==> config.mk <==
export PLATFORM = sky130hd
export DESIGN_NAME = dsp_datapath_top
export DESIGN_NICKNAME = d
export VERILOG_FILES = /design/src/dsp_pkg.sv /design/src/dsp_datapath_top.sv /design/src/channel_error.sv /design/src/ffe_slicer.sv /design/src/sample_delay_line.sv /design/src/dsp_cfg_regs.sv
export VERILOG_INCLUDE_DIRS = /design/src
export SDC_FILE = /design/constraint.sdc
export NUM_CORES = 2
export LEC_CHECK = 0
export BUFFER_PORTS_ARGS = -buffer_cell sky130_fd_sc_hd__buf_2
export CORE_MARGIN = 1
export CORE_UTILIZATION = 51
export DETAILED_ROUTE_END_ITERATION = 8
export GPL_TIMING_DRIVEN = 0
export MAX_ROUTING_LAYER = met4
export PLACE_DENSITY_LB_ADDON = 0.3
export SLEW_MARGIN = 20
export SYNTH_ARGS = -nofsm -noshare
export SYNTH_HDL_FRONTEND = slang
export SYNTH_HIERARCHICAL = 1
export SYNTH_SLANG_ARGS = --single-unit
==> constraint.sdc <==
create_clock -name clk -period 24.8 [get_ports clk]
set_input_delay 1.24 -clock clk [delete_from_list [all_inputs] [get_ports clk]]
set_output_delay 1.24 -clock clk [all_outputs]
set_load 0.02 [all_outputs]
==> src/dsp_config.svh <==
`ifndef DSP_CONFIG_SVH
`define DSP_CONFIG_SVH

// Datapath geometry
`define DSP_LANES       4
`define DSP_CODE_BITS   8
`define DSP_EQ_BITS     12
`define DSP_ERR_BITS    12
`define DSP_COEF_BITS   8
`define DSP_SHIFT_BITS  4
`define DSP_FFE_TAPS    3
`define DSP_CHAN_TAPS   3

// AXI4-Lite bus
`define DSP_AXIL_ADDR_BITS 8
`define DSP_AXIL_DATA_BITS 32

// Register map
`define DSP_REG_FFE_W0     8'h00
`define DSP_REG_FFE_W1     8'h04
`define DSP_REG_FFE_W2     8'h08
`define DSP_REG_FFE_SHIFT  8'h0C
`define DSP_REG_THRESH     8'h10
`define DSP_REG_CHAN_T0    8'h14
`define DSP_REG_CHAN_T1    8'h18
`define DSP_REG_CHAN_T2    8'h1C
`define DSP_REG_CHAN_SHIFT 8'h20

// Identity equalizer out of reset
`define DSP_RST_FFE_W0     64
`define DSP_RST_FFE_SHIFT  6

`endif
==> src/dsp_pkg.sv <==
`include "dsp_config.svh"

package dsp_pkg;

    typedef logic signed [`DSP_CODE_BITS-1:0]  code_t;
    typedef logic signed [`DSP_EQ_BITS-1:0]    eq_t;
    typedef logic signed [`DSP_ERR_BITS-1:0]   err_t;
    typedef logic signed [`DSP_COEF_BITS-1:0]  coef_t;
    typedef logic        [`DSP_SHIFT_BITS-1:0] shift_t;

    // Lane 0 is the earliest sample of the word
    typedef code_t [`DSP_LANES-1:0] lane_codes_t;
    typedef logic  [`DSP_LANES-1:0] lane_bits_t;
    typedef err_t  [`DSP_LANES-1:0] lane_errs_t;

    typedef struct packed {
        coef_t [`DSP_FFE_TAPS-1:0]  ffe_w;
        shift_t                     ffe_shift;
        eq_t                        thresh;
        coef_t [`DSP_CHAN_TAPS-1:0] chan_tap;
        shift_t                     chan_shift;
    } dsp_cfg_t;

    typedef logic [`DSP_AXIL_ADDR_BITS-1:0]   axil_addr_t;
    typedef logic [`DSP_AXIL_DATA_BITS-1:0]   axil_data_t;
    typedef logic [`DSP_AXIL_DATA_BITS/8-1:0] axil_strb_t;
    typedef logic [1:0]                       axil_resp_t;

    localparam axil_resp_t axil_resp_okay   = 2'b00;
    localparam axil_resp_t axil_resp_slverr = 2'b10;

    typedef struct packed {
        axil_addr_t aw_addr;
        logic       aw_valid;
        axil_data_t w_data;
        axil_strb_t w_strb;
        logic       w_valid;
        logic       b_ready;
        axil_addr_t ar_addr;
        logic       ar_valid;
        logic       r_ready;
    } axil_req_t;

    typedef struct packed {
        logic       aw_ready;
        logic       w_ready;
        logic       b_valid;
        axil_resp_t b_resp;
        logic       ar_ready;
        logic       r_valid;
        axil_data_t r_data;
        axil_resp_t r_resp;
    } axil_rsp_t;

endpackage

==> src/dsp_datapath_top.sv <==
module dsp_datapath_top (
    input  logic                 clk,
    input  logic                 reset_i,
    input  dsp_pkg::axil_req_t   axil_req_i,
    output dsp_pkg::axil_rsp_t   axil_rsp_o,
    input  dsp_pkg::lane_codes_t adc_codes_i,
    input  logic                 adc_valid_i,
    output dsp_pkg::lane_bits_t  bits_o,
    output dsp_pkg::lane_errs_t  errs_o,
    output logic                 out_valid_o
);
    import dsp_pkg::*;

    dsp_cfg_t    cfg;
    lane_codes_t codes_d1;
    lane_bits_t  ffe_bits;
    logic        valid_d1;

    dsp_cfg_regs cfg_regs_i (
        .clk        (clk),
        .reset_i    (reset_i),
        .axil_req_i (axil_req_i),
        .axil_rsp_o (axil_rsp_o),
        .cfg_o      (cfg)
    );

    // Codes meet the sliced bits of the same word
    sample_delay_line #(
        .payload_t (lane_codes_t),
        .DEPTH     (1)
    ) code_dly_i (
        .clk     (clk),
        .reset_i (reset_i),
        .data_i  (adc_codes_i),
        .data_o  (codes_d1)
    );

    sample_delay_line #(
        .payload_t (logic),
        .DEPTH     (1)
    ) valid_dly1_i (
        .clk     (clk),
        .reset_i (reset_i),
        .data_i  (adc_valid_i),
        .data_o  (valid_d1)
    );

    sample_delay_line #(
        .payload_t (logic),
        .DEPTH     (1)
    ) valid_dly2_i (
        .clk     (clk),
        .reset_i (reset_i),
        .data_i  (valid_d1),
        .data_o  (out_valid_o)
    );

    ffe_slicer ffe_i (
        .clk     (clk),
        .reset_i (reset_i),
        .cfg_i   (cfg),
        .codes_i (adc_codes_i),
        .valid_i (adc_valid_i),
        .bits_o  (ffe_bits)
    );

    channel_error chan_err_i (
        .clk     (clk),
        .reset_i (reset_i),
        .cfg_i   (cfg),
        .bits_i  (ffe_bits),
        .valid_i (valid_d1),
        .codes_i (codes_d1),
        .errs_o  (errs_o)
    );

    // Bits wait one cycle for their errors
    sample_delay_line #(
        .payload_t (lane_bits_t),
        .DEPTH     (1)
    ) bits_dly_i (
        .clk     (clk),
        .reset_i (reset_i),
        .data_i  (ffe_bits),
        .data_o  (bits_o)
    );

endmodule

==> src/channel_error.sv <==
`include "dsp_config.svh"

module channel_error (
    input  logic                 clk,
    input  logic                 reset_i,
    input  dsp_pkg::dsp_cfg_t    cfg_i,
    input  dsp_pkg::lane_bits_t  bits_i,
    input  logic                 valid_i,
    input  dsp_pkg::lane_codes_t codes_i,
    output dsp_pkg::lane_errs_t  errs_o
);
    import dsp_pkg::*;

    localparam int n_lanes  = `DSP_LANES;
    localparam int n_taps   = `DSP_CHAN_TAPS;
    localparam int n_hist   = n_taps - 1;
    localparam int acc_bits = `DSP_COEF_BITS + $clog2(n_taps);

    typedef logic signed [acc_bits-1:0] acc_t;

    logic [n_hist-1:0]         bhist_q;
    logic [n_lanes+n_hist-1:0] span;
    lane_errs_t                errs_d;
    lane_errs_t                errs_q;

    assign span = {bits_i, bhist_q};

    always_comb begin
        acc_t  acc;
        acc_t  tap;
        err_t  est;
        err_t  code;
        errs_d = '0;
        for (int l = 0; l < n_lanes; l++) begin
            acc = '0;
            // Bit 1 maps to +1, bit 0 to -1
            for (int j = 0; j < n_taps; j++) begin
                tap = acc_t'(cfg_i.chan_tap[j]);
                if (span[l + n_hist - j]) begin
                    acc = acc + tap;
                end else begin
                    acc = acc - tap;
                end
            end
            est       = err_t'(acc >>> cfg_i.chan_shift);
            code      = err_t'(codes_i[l]);
            errs_d[l] = est - code;
        end
    end

    always_ff @(posedge clk) begin
        if (reset_i) begin
            bhist_q <= '0;
            errs_q  <= '0;
        end else begin
            errs_q <= errs_d;
            if (valid_i) begin
                bhist_q <= bits_i[n_lanes-1 -: n_hist];
            end
        end
    end

    assign errs_o = errs_q;

endmodule

==> src/ffe_slicer.sv <==
`include "dsp_config.svh"

module ffe_slicer (
    input  logic                 clk,
    input  logic                 reset_i,
    input  dsp_pkg::dsp_cfg_t    cfg_i,
    input  dsp_pkg::lane_codes_t codes_i,
    input  logic                 valid_i,
    output dsp_pkg::lane_bits_t  bits_o
);
    import dsp_pkg::*;

    localparam int n_lanes  = `DSP_LANES;
    localparam int n_taps   = `DSP_FFE_TAPS;
    localparam int n_hist   = n_taps - 1;
    localparam int acc_bits = `DSP_CODE_BITS + `DSP_COEF_BITS + $clog2(n_taps);

    typedef logic signed [acc_bits-1:0] acc_t;

    // Last lanes of the previous valid word, index 0 oldest
    code_t [n_hist-1:0]         hist_q;
    code_t [n_lanes+n_hist-1:0] span;
    lane_bits_t                 bits_d;
    lane_bits_t                 bits_q;

    // Samples in time order across the word boundary
    assign span = {codes_i, hist_q};

    always_comb begin
        acc_t  acc;
        acc_t  prod;
        coef_t w;
        code_t x;
        eq_t   eq;
        eq_t   thr;
        thr    = cfg_i.thresh;
        bits_d = '0;
        for (int l = 0; l < n_lanes; l++) begin
            acc = '0;
            for (int k = 0; k < n_taps; k++) begin
                w    = cfg_i.ffe_w[k];
                x    = span[l + n_hist - k];
                prod = acc_t'(w) * acc_t'(x);
                acc  = acc + prod;
            end
            // Wraps to the equalized width after the shift
            eq        = eq_t'(acc >>> cfg_i.ffe_shift);
            bits_d[l] = (eq >= thr);
        end
    end

    always_ff @(posedge clk) begin
        if (reset_i) begin
            hist_q <= '0;
            bits_q <= '0;
        end else begin
            bits_q <= bits_d;
            if (valid_i) begin
                hist_q <= codes_i[n_lanes-1 -: n_hist];
            end
        end
    end

    assign bits_o = bits_q;

endmodule

==> src/sample_delay_line.sv <==
module sample_delay_line #(
    parameter type payload_t = logic,
    parameter int  DEPTH     = 1
) (
    input  logic     clk,
    input  logic     reset_i,
    input  payload_t data_i,
    output payload_t data_o
);

    // Stage 0 is the newest entry
    payload_t stage_q [DEPTH];

    always_ff @(posedge clk) begin
        if (reset_i) begin
            for (int i = 0; i < DEPTH; i++) begin
                stage_q[i] <= '0;
            end
        end else begin
            stage_q[0] <= data_i;
            for (int i = 1; i < DEPTH; i++) begin
                stage_q[i] <= stage_q[i-1];
            end
        end
    end

    assign data_o = stage_q[DEPTH-1];

endmodule

==> src/dsp_cfg_regs.sv <==
`include "dsp_config.svh"

module dsp_cfg_regs (
    input  logic               clk,
    input  logic               reset_i,
    input  dsp_pkg::axil_req_t axil_req_i,
    output dsp_pkg::axil_rsp_t axil_rsp_o,
    output dsp_pkg::dsp_cfg_t  cfg_o
);
    import dsp_pkg::*;

    localparam dsp_cfg_t cfg_reset = '{
        ffe_w:      {coef_t'(0), coef_t'(0), coef_t'(`DSP_RST_FFE_W0)},
        ffe_shift:  shift_t'(`DSP_RST_FFE_SHIFT),
        thresh:     '0,
        chan_tap:   '0,
        chan_shift: '0
    };

    dsp_cfg_t   cfg_q;
    logic       wr_fire;
    logic       rd_fire;
    logic       b_valid_q;
    axil_resp_t b_resp_q;
    logic       r_valid_q;
    axil_data_t r_data_q;
    axil_resp_t r_resp_q;
    axil_data_t rd_word;

    function automatic logic addr_mapped(input axil_addr_t addr);
        case (addr)
            `DSP_REG_FFE_W0, `DSP_REG_FFE_W1, `DSP_REG_FFE_W2,
            `DSP_REG_FFE_SHIFT, `DSP_REG_THRESH,
            `DSP_REG_CHAN_T0, `DSP_REG_CHAN_T1, `DSP_REG_CHAN_T2,
            `DSP_REG_CHAN_SHIFT: return 1'b1;
            default:             return 1'b0;
        endcase
    endfunction

    // Only the two low byte lanes reach a register
    function automatic logic [15:0] merge16(input logic [15:0] cur, input axil_data_t wdata,
                                            input axil_strb_t strb);
        logic [15:0] res;
        res = cur;
        if (strb[0]) begin
            res[7:0] = wdata[7:0];
        end
        if (strb[1]) begin
            res[15:8] = wdata[15:8];
        end
        return res;
    endfunction

    // One write in flight until its response is taken
    assign wr_fire = axil_req_i.aw_valid & axil_req_i.w_valid & ~b_valid_q;
    assign rd_fire = axil_req_i.ar_valid & ~r_valid_q;

    always_ff @(posedge clk) begin
        if (reset_i) begin
            cfg_q <= cfg_reset;
        end else if (wr_fire) begin
            case (axil_req_i.aw_addr)
                `DSP_REG_FFE_W0: cfg_q.ffe_w[0] <= coef_t'(merge16(16'(cfg_q.ffe_w[0]),
                    axil_req_i.w_data, axil_req_i.w_strb));
                `DSP_REG_FFE_W1: cfg_q.ffe_w[1] <= coef_t'(merge16(16'(cfg_q.ffe_w[1]),
                    axil_req_i.w_data, axil_req_i.w_strb));
                `DSP_REG_FFE_W2: cfg_q.ffe_w[2] <= coef_t'(merge16(16'(cfg_q.ffe_w[2]),
                    axil_req_i.w_data, axil_req_i.w_strb));
                `DSP_REG_FFE_SHIFT: cfg_q.ffe_shift <= shift_t'(merge16(16'(cfg_q.ffe_shift),
                    axil_req_i.w_data, axil_req_i.w_strb));
                `DSP_REG_THRESH: cfg_q.thresh <= eq_t'(merge16(16'(cfg_q.thresh),
                    axil_req_i.w_data, axil_req_i.w_strb));
                `DSP_REG_CHAN_T0: cfg_q.chan_tap[0] <= coef_t'(merge16(16'(cfg_q.chan_tap[0]),
                    axil_req_i.w_data, axil_req_i.w_strb));
                `DSP_REG_CHAN_T1: cfg_q.chan_tap[1] <= coef_t'(merge16(16'(cfg_q.chan_tap[1]),
                    axil_req_i.w_data, axil_req_i.w_strb));
                `DSP_REG_CHAN_T2: cfg_q.chan_tap[2] <= coef_t'(merge16(16'(cfg_q.chan_tap[2]),
                    axil_req_i.w_data, axil_req_i.w_strb));
                `DSP_REG_CHAN_SHIFT: cfg_q.chan_shift <= shift_t'(merge16(16'(cfg_q.chan_shift),
                    axil_req_i.w_data, axil_req_i.w_strb));
                default: cfg_q <= cfg_q;
            endcase
        end
    end

    // Readback is zero extended to the bus width
    always_comb begin
        case (axil_req_i.ar_addr)
            `DSP_REG_FFE_W0:     rd_word = axil_data_t'(unsigned'(cfg_q.ffe_w[0]));
            `DSP_REG_FFE_W1:     rd_word = axil_data_t'(unsigned'(cfg_q.ffe_w[1]));
            `DSP_REG_FFE_W2:     rd_word = axil_data_t'(unsigned'(cfg_q.ffe_w[2]));
            `DSP_REG_FFE_SHIFT:  rd_word = axil_data_t'(cfg_q.ffe_shift);
            `DSP_REG_THRESH:     rd_word = axil_data_t'(unsigned'(cfg_q.thresh));
            `DSP_REG_CHAN_T0:    rd_word = axil_data_t'(unsigned'(cfg_q.chan_tap[0]));
            `DSP_REG_CHAN_T1:    rd_word = axil_data_t'(unsigned'(cfg_q.chan_tap[1]));
            `DSP_REG_CHAN_T2:    rd_word = axil_data_t'(unsigned'(cfg_q.chan_tap[2]));
            `DSP_REG_CHAN_SHIFT: rd_word = axil_data_t'(cfg_q.chan_shift);
            default:             rd_word = '0;
        endcase
    end

    always_ff @(posedge clk) begin
        if (reset_i) begin
            b_valid_q <= 1'b0;
            r_valid_q <= 1'b0;
        end else begin
            if (wr_fire) begin
                b_valid_q <= 1'b1;
            end else if (axil_req_i.b_ready) begin
                b_valid_q <= 1'b0;
            end
            if (rd_fire) begin
                r_valid_q <= 1'b1;
            end else if (axil_req_i.r_ready) begin
                r_valid_q <= 1'b0;
            end
        end
    end

    always_ff @(posedge clk) begin
        if (wr_fire) begin
            b_resp_q <= addr_mapped(axil_req_i.aw_addr) ? axil_resp_okay : axil_resp_slverr;
        end
        if (rd_fire) begin
            r_data_q <= rd_word;
            r_resp_q <= addr_mapped(axil_req_i.ar_addr) ? axil_resp_okay : axil_resp_slverr;
        end
    end

    always_comb begin
        axil_rsp_o.aw_ready = wr_fire;
        axil_rsp_o.w_ready  = wr_fire;
        axil_rsp_o.b_valid  = b_valid_q;
        axil_rsp_o.b_resp   = b_resp_q;
        axil_rsp_o.ar_ready = rd_fire;
        axil_rsp_o.r_valid  = r_valid_q;
        axil_rsp_o.r_data   = r_data_q;
        axil_rsp_o.r_resp   = r_resp_q;
    end

    assign cfg_o = cfg_q;

endmodule

==> report_table.html <==
<table>
<tr><th>Metric</th><th>Value</th></tr>
<tr><th colspan="2">Cells and area</th></tr>
<tr><td>NumNets Final</td><td>7,360</td></tr>
<tr><td>FF/Latch Area</td><td>3980 µm²</td></tr>
<tr><td>Count of placed standard cells in the final layout, fillers left out</td><td>7,217</td></tr>
<tr><td>Final design instance area without fill</td><td>54,300 µm²</td></tr>
<tr><td>Number of filler instances in the final layout</td><td>9,171</td></tr>
<tr><td>Ratio of cells with drive above 1 in the final layout</td><td>0.0597</td></tr>
<tr><td>Multi-input combinational cell area</td><td>42,100 µm²</td></tr>
<tr><td>Area growth from synthesis to final layout</td><td>6.12%</td></tr>
<tr><th colspan="2">Timing</th></tr>
<tr><td>Pins over their slew limit</td><td>0</td></tr>
<tr><td>Clock period minus final worst setup slack</td><td>11,800 ps</td></tr>
<tr><td>RSZ-0062 raised after global routing</td><td>no</td></tr>
<tr><td>Tcrit/Tclk final</td><td>0.476</td></tr>
<tr><td>Total negative slack</td><td>0 ps</td></tr>
<tr><td>Maximum clock frequency</td><td>84.7 MHz</td></tr>
<tr><td>Transition time of the tightest slew-check pin</td><td>1350 ps</td></tr>
<tr><td>Final hold vios</td><td>0</td></tr>
<tr><td>Final Setup Violations</td><td>0</td></tr>
<tr><td>Max-slew headroom at the worst pin</td><td>0.103</td></tr>
<tr><td>Least setup slack across all paths after layout</td><td>13,000 ps</td></tr>
<tr><td>Clock Skew</td><td>16.2 ps</td></tr>
<tr><th colspan="2">Critical path</th></tr>
<tr><td>Data required, critical path</td><td>25,150 ps</td></tr>
<tr><td>Crit Path Category</td><td>reg2reg</td></tr>
<tr><td>Source of the worst register-to-register timing path</td><td>cfg_regs_i/cfg_o[67]$_SDFFE_PP0P_</td></tr>
<tr><td>Worst-case register-to-register setup slack</td><td>13,000 ps</td></tr>
<tr><td>Slowest cell delay on critical path</td><td>860 ps</td></tr>
<tr><td>Crit Reg-Reg Endpoint</td><td>ffe_i/bits_o[3]$_SDFF_PP0_</td></tr>
<tr><td>Highest-delay cell along the critical path</td><td>sky130_fd_sc_hd__dfxtp_1</td></tr>
<tr><td>Crit path DAT</td><td>12,150 ps</td></tr>
<tr><td>Cell type with the highest occurrence count on the critical path</td><td>sky130_fd_sc_hd__fa_1</td></tr>
<tr><td>Top fanout value on the critical path</td><td>11</td></tr>
<tr><td>Number of cells traversed by the worst register-to-register path</td><td>31</td></tr>
<tr><td>Crit. End Element</td><td>flop</td></tr>
<tr><td>Nature of the critical path startpoint</td><td>flop</td></tr>
<tr><th colspan="2">Global routing</th></tr>
<tr><td>Number of global-route vias before repair</td><td>43.9k</td></tr>
<tr><td>Overflow left after global routing</td><td>0</td></tr>
<tr><td>Wire length of the first global-routing pass</td><td>274,000 µm</td></tr>
<tr><td>GRT Resource Usage Total</td><td>0.377</td></tr>
<tr><td>Antenna violations before repair</td><td>32</td></tr>
<tr><td>Pin count of the biggest net entering global routing</td><td>22</td></tr>
<tr><th colspan="2">Clocking</th></tr>
<tr><td># hold bufs at CTS</td><td>0</td></tr>
<tr><td>Clock slew seen by the registers of the worst setup and hold paths</td><td>80 ps</td></tr>
<tr><td>Number of buffers created by CTS</td><td>17</td></tr>
<tr><td>Buffer type at the clock tree root</td><td>sky130_fd_sc_hd__clkbuf_16</td></tr>
<tr><td>H-tree depth</td><td>4</td></tr>
<tr><td>CTS tree</td><td>yes</td></tr>
<tr><td># clock sinks</td><td>192</td></tr>
<tr><td>Quantity of gates resized following cts</td><td>0</td></tr>
<tr><td>Maximum number of buffers from clock root to sink</td><td>2</td></tr>
<tr><td>Post-CTS Setup Repair Bufs</td><td>0</td></tr>
<tr><td>Worst-Skew Late Latency</td><td>480 ps</td></tr>
<tr><th colspan="2">Detailed routing</th></tr>
<tr><td>Remaining design rule violation count</td><td>0</td></tr>
<tr><td>Number of optimization iterations in the first detailed-route pass</td><td>6</td></tr>
<tr><td>Final routed wire length divided by cell count</td><td>25.2 µm</td></tr>
<tr><td>Vias per cell</td><td>5.83</td></tr>
<tr><td>Antenna Nets Post-Route</td><td>0</td></tr>
<tr><td>Total number of vias</td><td>42.0k</td></tr>
<tr><td>Starting DRT DRC Count</td><td>4,005</td></tr>
<tr><td>WL final</td><td>182,000 µm</td></tr>
<tr><th colspan="2">Synth</th></tr>
<tr><td>Post-synthesis average cell area</td><td>8.99 µm²</td></tr>
<tr><td>Primary flip-flop cell chosen by synthesis mapping</td><td>sky130_fd_sc_hd__dfxtp_1</td></tr>
<tr><td>Number of distinct library cell variants in the gate-level netlist after synthesis</td><td>103</td></tr>
<tr><td>Flip-flop and latch count after synthesis</td><td>192</td></tr>
<tr><td>Cell area after synthesis</td><td>51,200 µm²</td></tr>
<tr><td>FFs w/ async S/R, synth</td><td>0</td></tr>
<tr><td>Cells after Synth</td><td>5,695</td></tr>
<tr><td>Number of synthesis warnings</td><td>6</td></tr>
<tr><td>Count of flip-flops with a built-in enable after synthesis</td><td>14</td></tr>
<tr><td>Sequential fraction of the synthesis area</td><td>0.0778</td></tr>
<tr><th colspan="2">Pwr</th></tr>
<tr><td>Leakage dissipation</td><td>26.4 nW</td></tr>
<tr><td>Largest vdd supply drop</td><td>0.0000481 V</td></tr>
<tr><td>Pwr per Cell Area</td><td>40.0 nW/µm²</td></tr>
<tr><td>Power after layout</td><td>2.17 mW</td></tr>
<tr><th colspan="2">Floorplan</th></tr>
<tr><td>Core region area</td><td>98,900 µm²</td></tr>
<tr><td>Number of top-level design ports</td><td>186</td></tr>
<tr><td>Rows</td><td>115</td></tr>
<tr><td>Die Y-Extent</td><td>319 µm</td></tr>
<tr><td>Total die area</td><td>102,000 µm²</td></tr>
<tr><td>Starting utilization of the core area</td><td>0.518</td></tr>
<tr><td>Floorplan die width</td><td>319 µm</td></tr>
<tr><th colspan="2">Place</th></tr>
<tr><td>Worst Setup Slack post-DPL</td><td>13,190 ps</td></tr>
<tr><td>Total placed cells including tap cells</td><td>7,139</td></tr>
<tr><td>Total cell area at the placement stage</td><td>53,600 µm²</td></tr>
<tr><td>Final estimated routing congestion in global placement</td><td>1.04</td></tr>
<tr><td>Post-DP HPWL</td><td>149,000 µm</td></tr>
<tr><td>Buffers added on ports</td><td>135</td></tr>
<tr><th colspan="2">Outcome</th></tr>
<tr><td>Outcome</td><td>complete, no violations</td></tr>
<tr><th colspan="2">Hold path</th></tr>
<tr><td>Startpoint of the lowest-slack hold path</td><td>cfg_regs_i/r_valid_q$_SDFFE_PP0P_</td></tr>
<tr><td>Hold Path Stages</td><td>1</td></tr>
<tr><td>Hold path endpoint</td><td>cfg_regs_i/r_valid_q$_SDFFE_PP0P_</td></tr>
<tr><td>Worst min-delay path class</td><td>reg2reg</td></tr>
<tr><th colspan="2">Job</th></tr>
<tr><td>Maxcap violations</td><td>0</td></tr>
</table>
-- layout by cell type (no fill, tap or decap), drive strengths merged, types with 21 or more instances in the layout --
master / instances
ha: 449
nand3: 50
and2: 375
nor2: 411
nor3: 56
inv: 1055
xnor2: 142
a21o: 66
diode: 46
nand2b: 58
mux2i: 170
o21a: 23
mux4: 21
xor2: 112
nor2b: 81
conb: 22
a21oi: 175
a211oi: 66
o21ai: 132
a31oi: 34
mux2: 35
clkbuf: 229
nand2: 436
fa: 948
buf: 214
dfxtp: 178
-- Yosys cell counts (8+ instances only) --
cell / n / area [µm²]
sky130_fd_sc_hd__nor4_1: 11 / 68.8
sky130_fd_sc_hd__a21oi_1: 174 / 871
sky130_fd_sc_hd__and3_1: 20 / 125
sky130_fd_sc_hd__nor2b_1: 79 / 494
sky130_fd_sc_hd__nand2b_1: 57 / 357
sky130_fd_sc_hd__buf_1: 24 / 90.1
sky130_fd_sc_hd__nand3_1: 43 / 215
sky130_fd_sc_hd__mux2i_1: 170 / 1700
sky130_fd_sc_hd__o21a_1: 23 / 173
sky130_fd_sc_hd__nand2_1: 436 / 1640
sky130_fd_sc_hd__a211oi_1: 65 / 488
sky130_fd_sc_hd__nor2_1: 411 / 1540
sky130_fd_sc_hd__ha_1: 449 / 5620
sky130_fd_sc_hd__nor3_1: 56 / 280
sky130_fd_sc_hd__o211ai_1: 16 / 120
sky130_fd_sc_hd__o21bai_1: 20 / 150
sky130_fd_sc_hd__nor3b_1: 15 / 113
sky130_fd_sc_hd__fa_1: 948 / 19000
sky130_fd_sc_hd__o21ai_1: 9 / 45.0
sky130_fd_sc_hd__a311oi_1: 8 / 70.1
sky130_fd_sc_hd__inv_1: 1042 / 3910
sky130_fd_sc_hd__edfxtp_1: 14 / 420
sky130_fd_sc_hd__clkbuf_1: 208 / 781
sky130_fd_sc_hd__a31oi_1: 34 / 213
sky130_fd_sc_hd__and2_1: 374 / 2340
sky130_fd_sc_hd__a221oi_1: 14 / 123
sky130_fd_sc_hd__o22a_1: 10 / 87.6
sky130_fd_sc_hd__a211o_1: 16 / 140
sky130_fd_sc_hd__a221o_1: 8 / 80.1
sky130_fd_sc_hd__mux2_2: 35 / 394
sky130_fd_sc_hd__mux4_2: 21 / 473
sky130_fd_sc_hd__o221ai_1: 18 / 158
sky130_fd_sc_hd__o21ai_0: 122 / 611
sky130_fd_sc_hd__or2_2: 10 / 62.6
sky130_fd_sc_hd__or3_1: 18 / 113
sky130_fd_sc_hd__o22ai_1: 11 / 68.8
sky130_fd_sc_hd__xnor2_1: 138 / 1210
sky130_fd_sc_hd__buf_2: 21 / 105
sky130_fd_sc_hd__o31ai_1: 14 / 105
sky130_fd_sc_hd__a21o_1: 66 / 495
sky130_fd_sc_hd__buf_4: 32 / 240
sky130_fd_sc_hd__dfxtp_1: 178 / 3560
sky130_fd_sc_hd__xor2_1: 112 / 981
-- report_power, final --
part	switching [mW]	internal (mW)	leakage (nW)
Combinational	0.944	0.588	24.5
Sequential	0.0148	0.336	1.60
Clock	0.150	0.140	0.298
Total	1.11	1.06	26.4
-- state kept, by name, summed over array words and instances (netlist names), 2 cells and up --
| name | cells |
|---|---|
| chan_err_i/errs_o | 48 |
| bits_dly_i/stage_q | 4 |
| ffe_i/hist_q | 16 |
| ffe_i/bits_o | 4 |
| cfg_regs_i/r_data_q | 12 |
| code_dly_i/stage_q | 32 |
| cfg_regs_i/cfg_o | 68 |
| chan_err_i/bhist_q | 2 |
-- critical path: cells and delay by family (launching register included) --
kind,cells,cell delay (ps)
flip-flops,1,860
adder cells (fa/ha/maj),9,4350
AO/OA/AOI/OAI,13,3010
multiplexers,1,360
buffers and inverters,6,2060
XOR/XNOR,1,690
AND/OR/NAND/NOR,1,330
-- worst max-delay path by stage --
| stage | start | endpoint | cells past startpoint |
|---|---|---|---|
| detailed placement | adc_codes_i[9] | ffe_i/bits_o[3]$_SDFF_PP0_ | 31 |
| finish | cfg_regs_i/cfg_o[67]$_SDFFE_PP0P_ | ffe_i/bits_o[3]$_SDFF_PP0_ | 31 |
| global route | cfg_regs_i/cfg_o[67]$_SDFFE_PP0P_ | ffe_i/bits_o[3]$_SDFF_PP0_ | 31 |
| global placement | adc_codes_i[9] | ffe_i/bits_o[3]$_SDFF_PP0_ | 31 |
| floorplan | adc_codes_i[7] | ffe_i/bits_o[2]$_SDFF_PP0_ | 29 |
| CTS | cfg_regs_i/cfg_o[67]$_SDFFE_PP0P_ | ffe_i/bits_o[3]$_SDFF_PP0_ | 31 |
-- stage by stage --
stage,utilization,hold slack (ps)
after CTS,0.548,526
final,0.550,522
after global routing,0.549,552
after detailed placement,0.542,510
after floorplan,-,432
after global placement,0.542,479
-- routing by layer --
layer  track usage  share of wire  vias to the layer above
li1              -              -                    18335
met1         0.458           0.38                    21079
met2         0.569           0.45                     2097
met3        0.0812           0.10                      535
met4         0.245          0.076                        0
met5             -              0                        -
-- kinds of logic after synthesis --
logic type	Yosys count	share of synthesized area
XOR/XNOR	255	0.0445
AO/OA/AOI/OAI	706	0.0922
flip-flops	192	0.0778
adder cells (fa/ha/maj)	1397	0.480
buffers and inverters	1341	0.101
other	1	0.0000733
AND/OR/NAND/NOR	1577	0.153
multiplexers	226	0.0502
-- layout make-up --
| cell class | instances | share of cell area |
|---|---|---|
| buffer | 289 | 0.0232 |
| timing repair buffer | 136 | 0.0127 |
| multi-input combinational | 4183 | 0.775 |
| clock buffer | 18 | 0.00808 |
| antenna | 46 | 0.00212 |
| tap | 1287 | 0.0296 |
| clock inverter | 14 | 0.00318 |
| sequential | 192 | 0.0733 |
| inverter | 1052 | 0.0727 |
(Power assumes the default switching activity.)
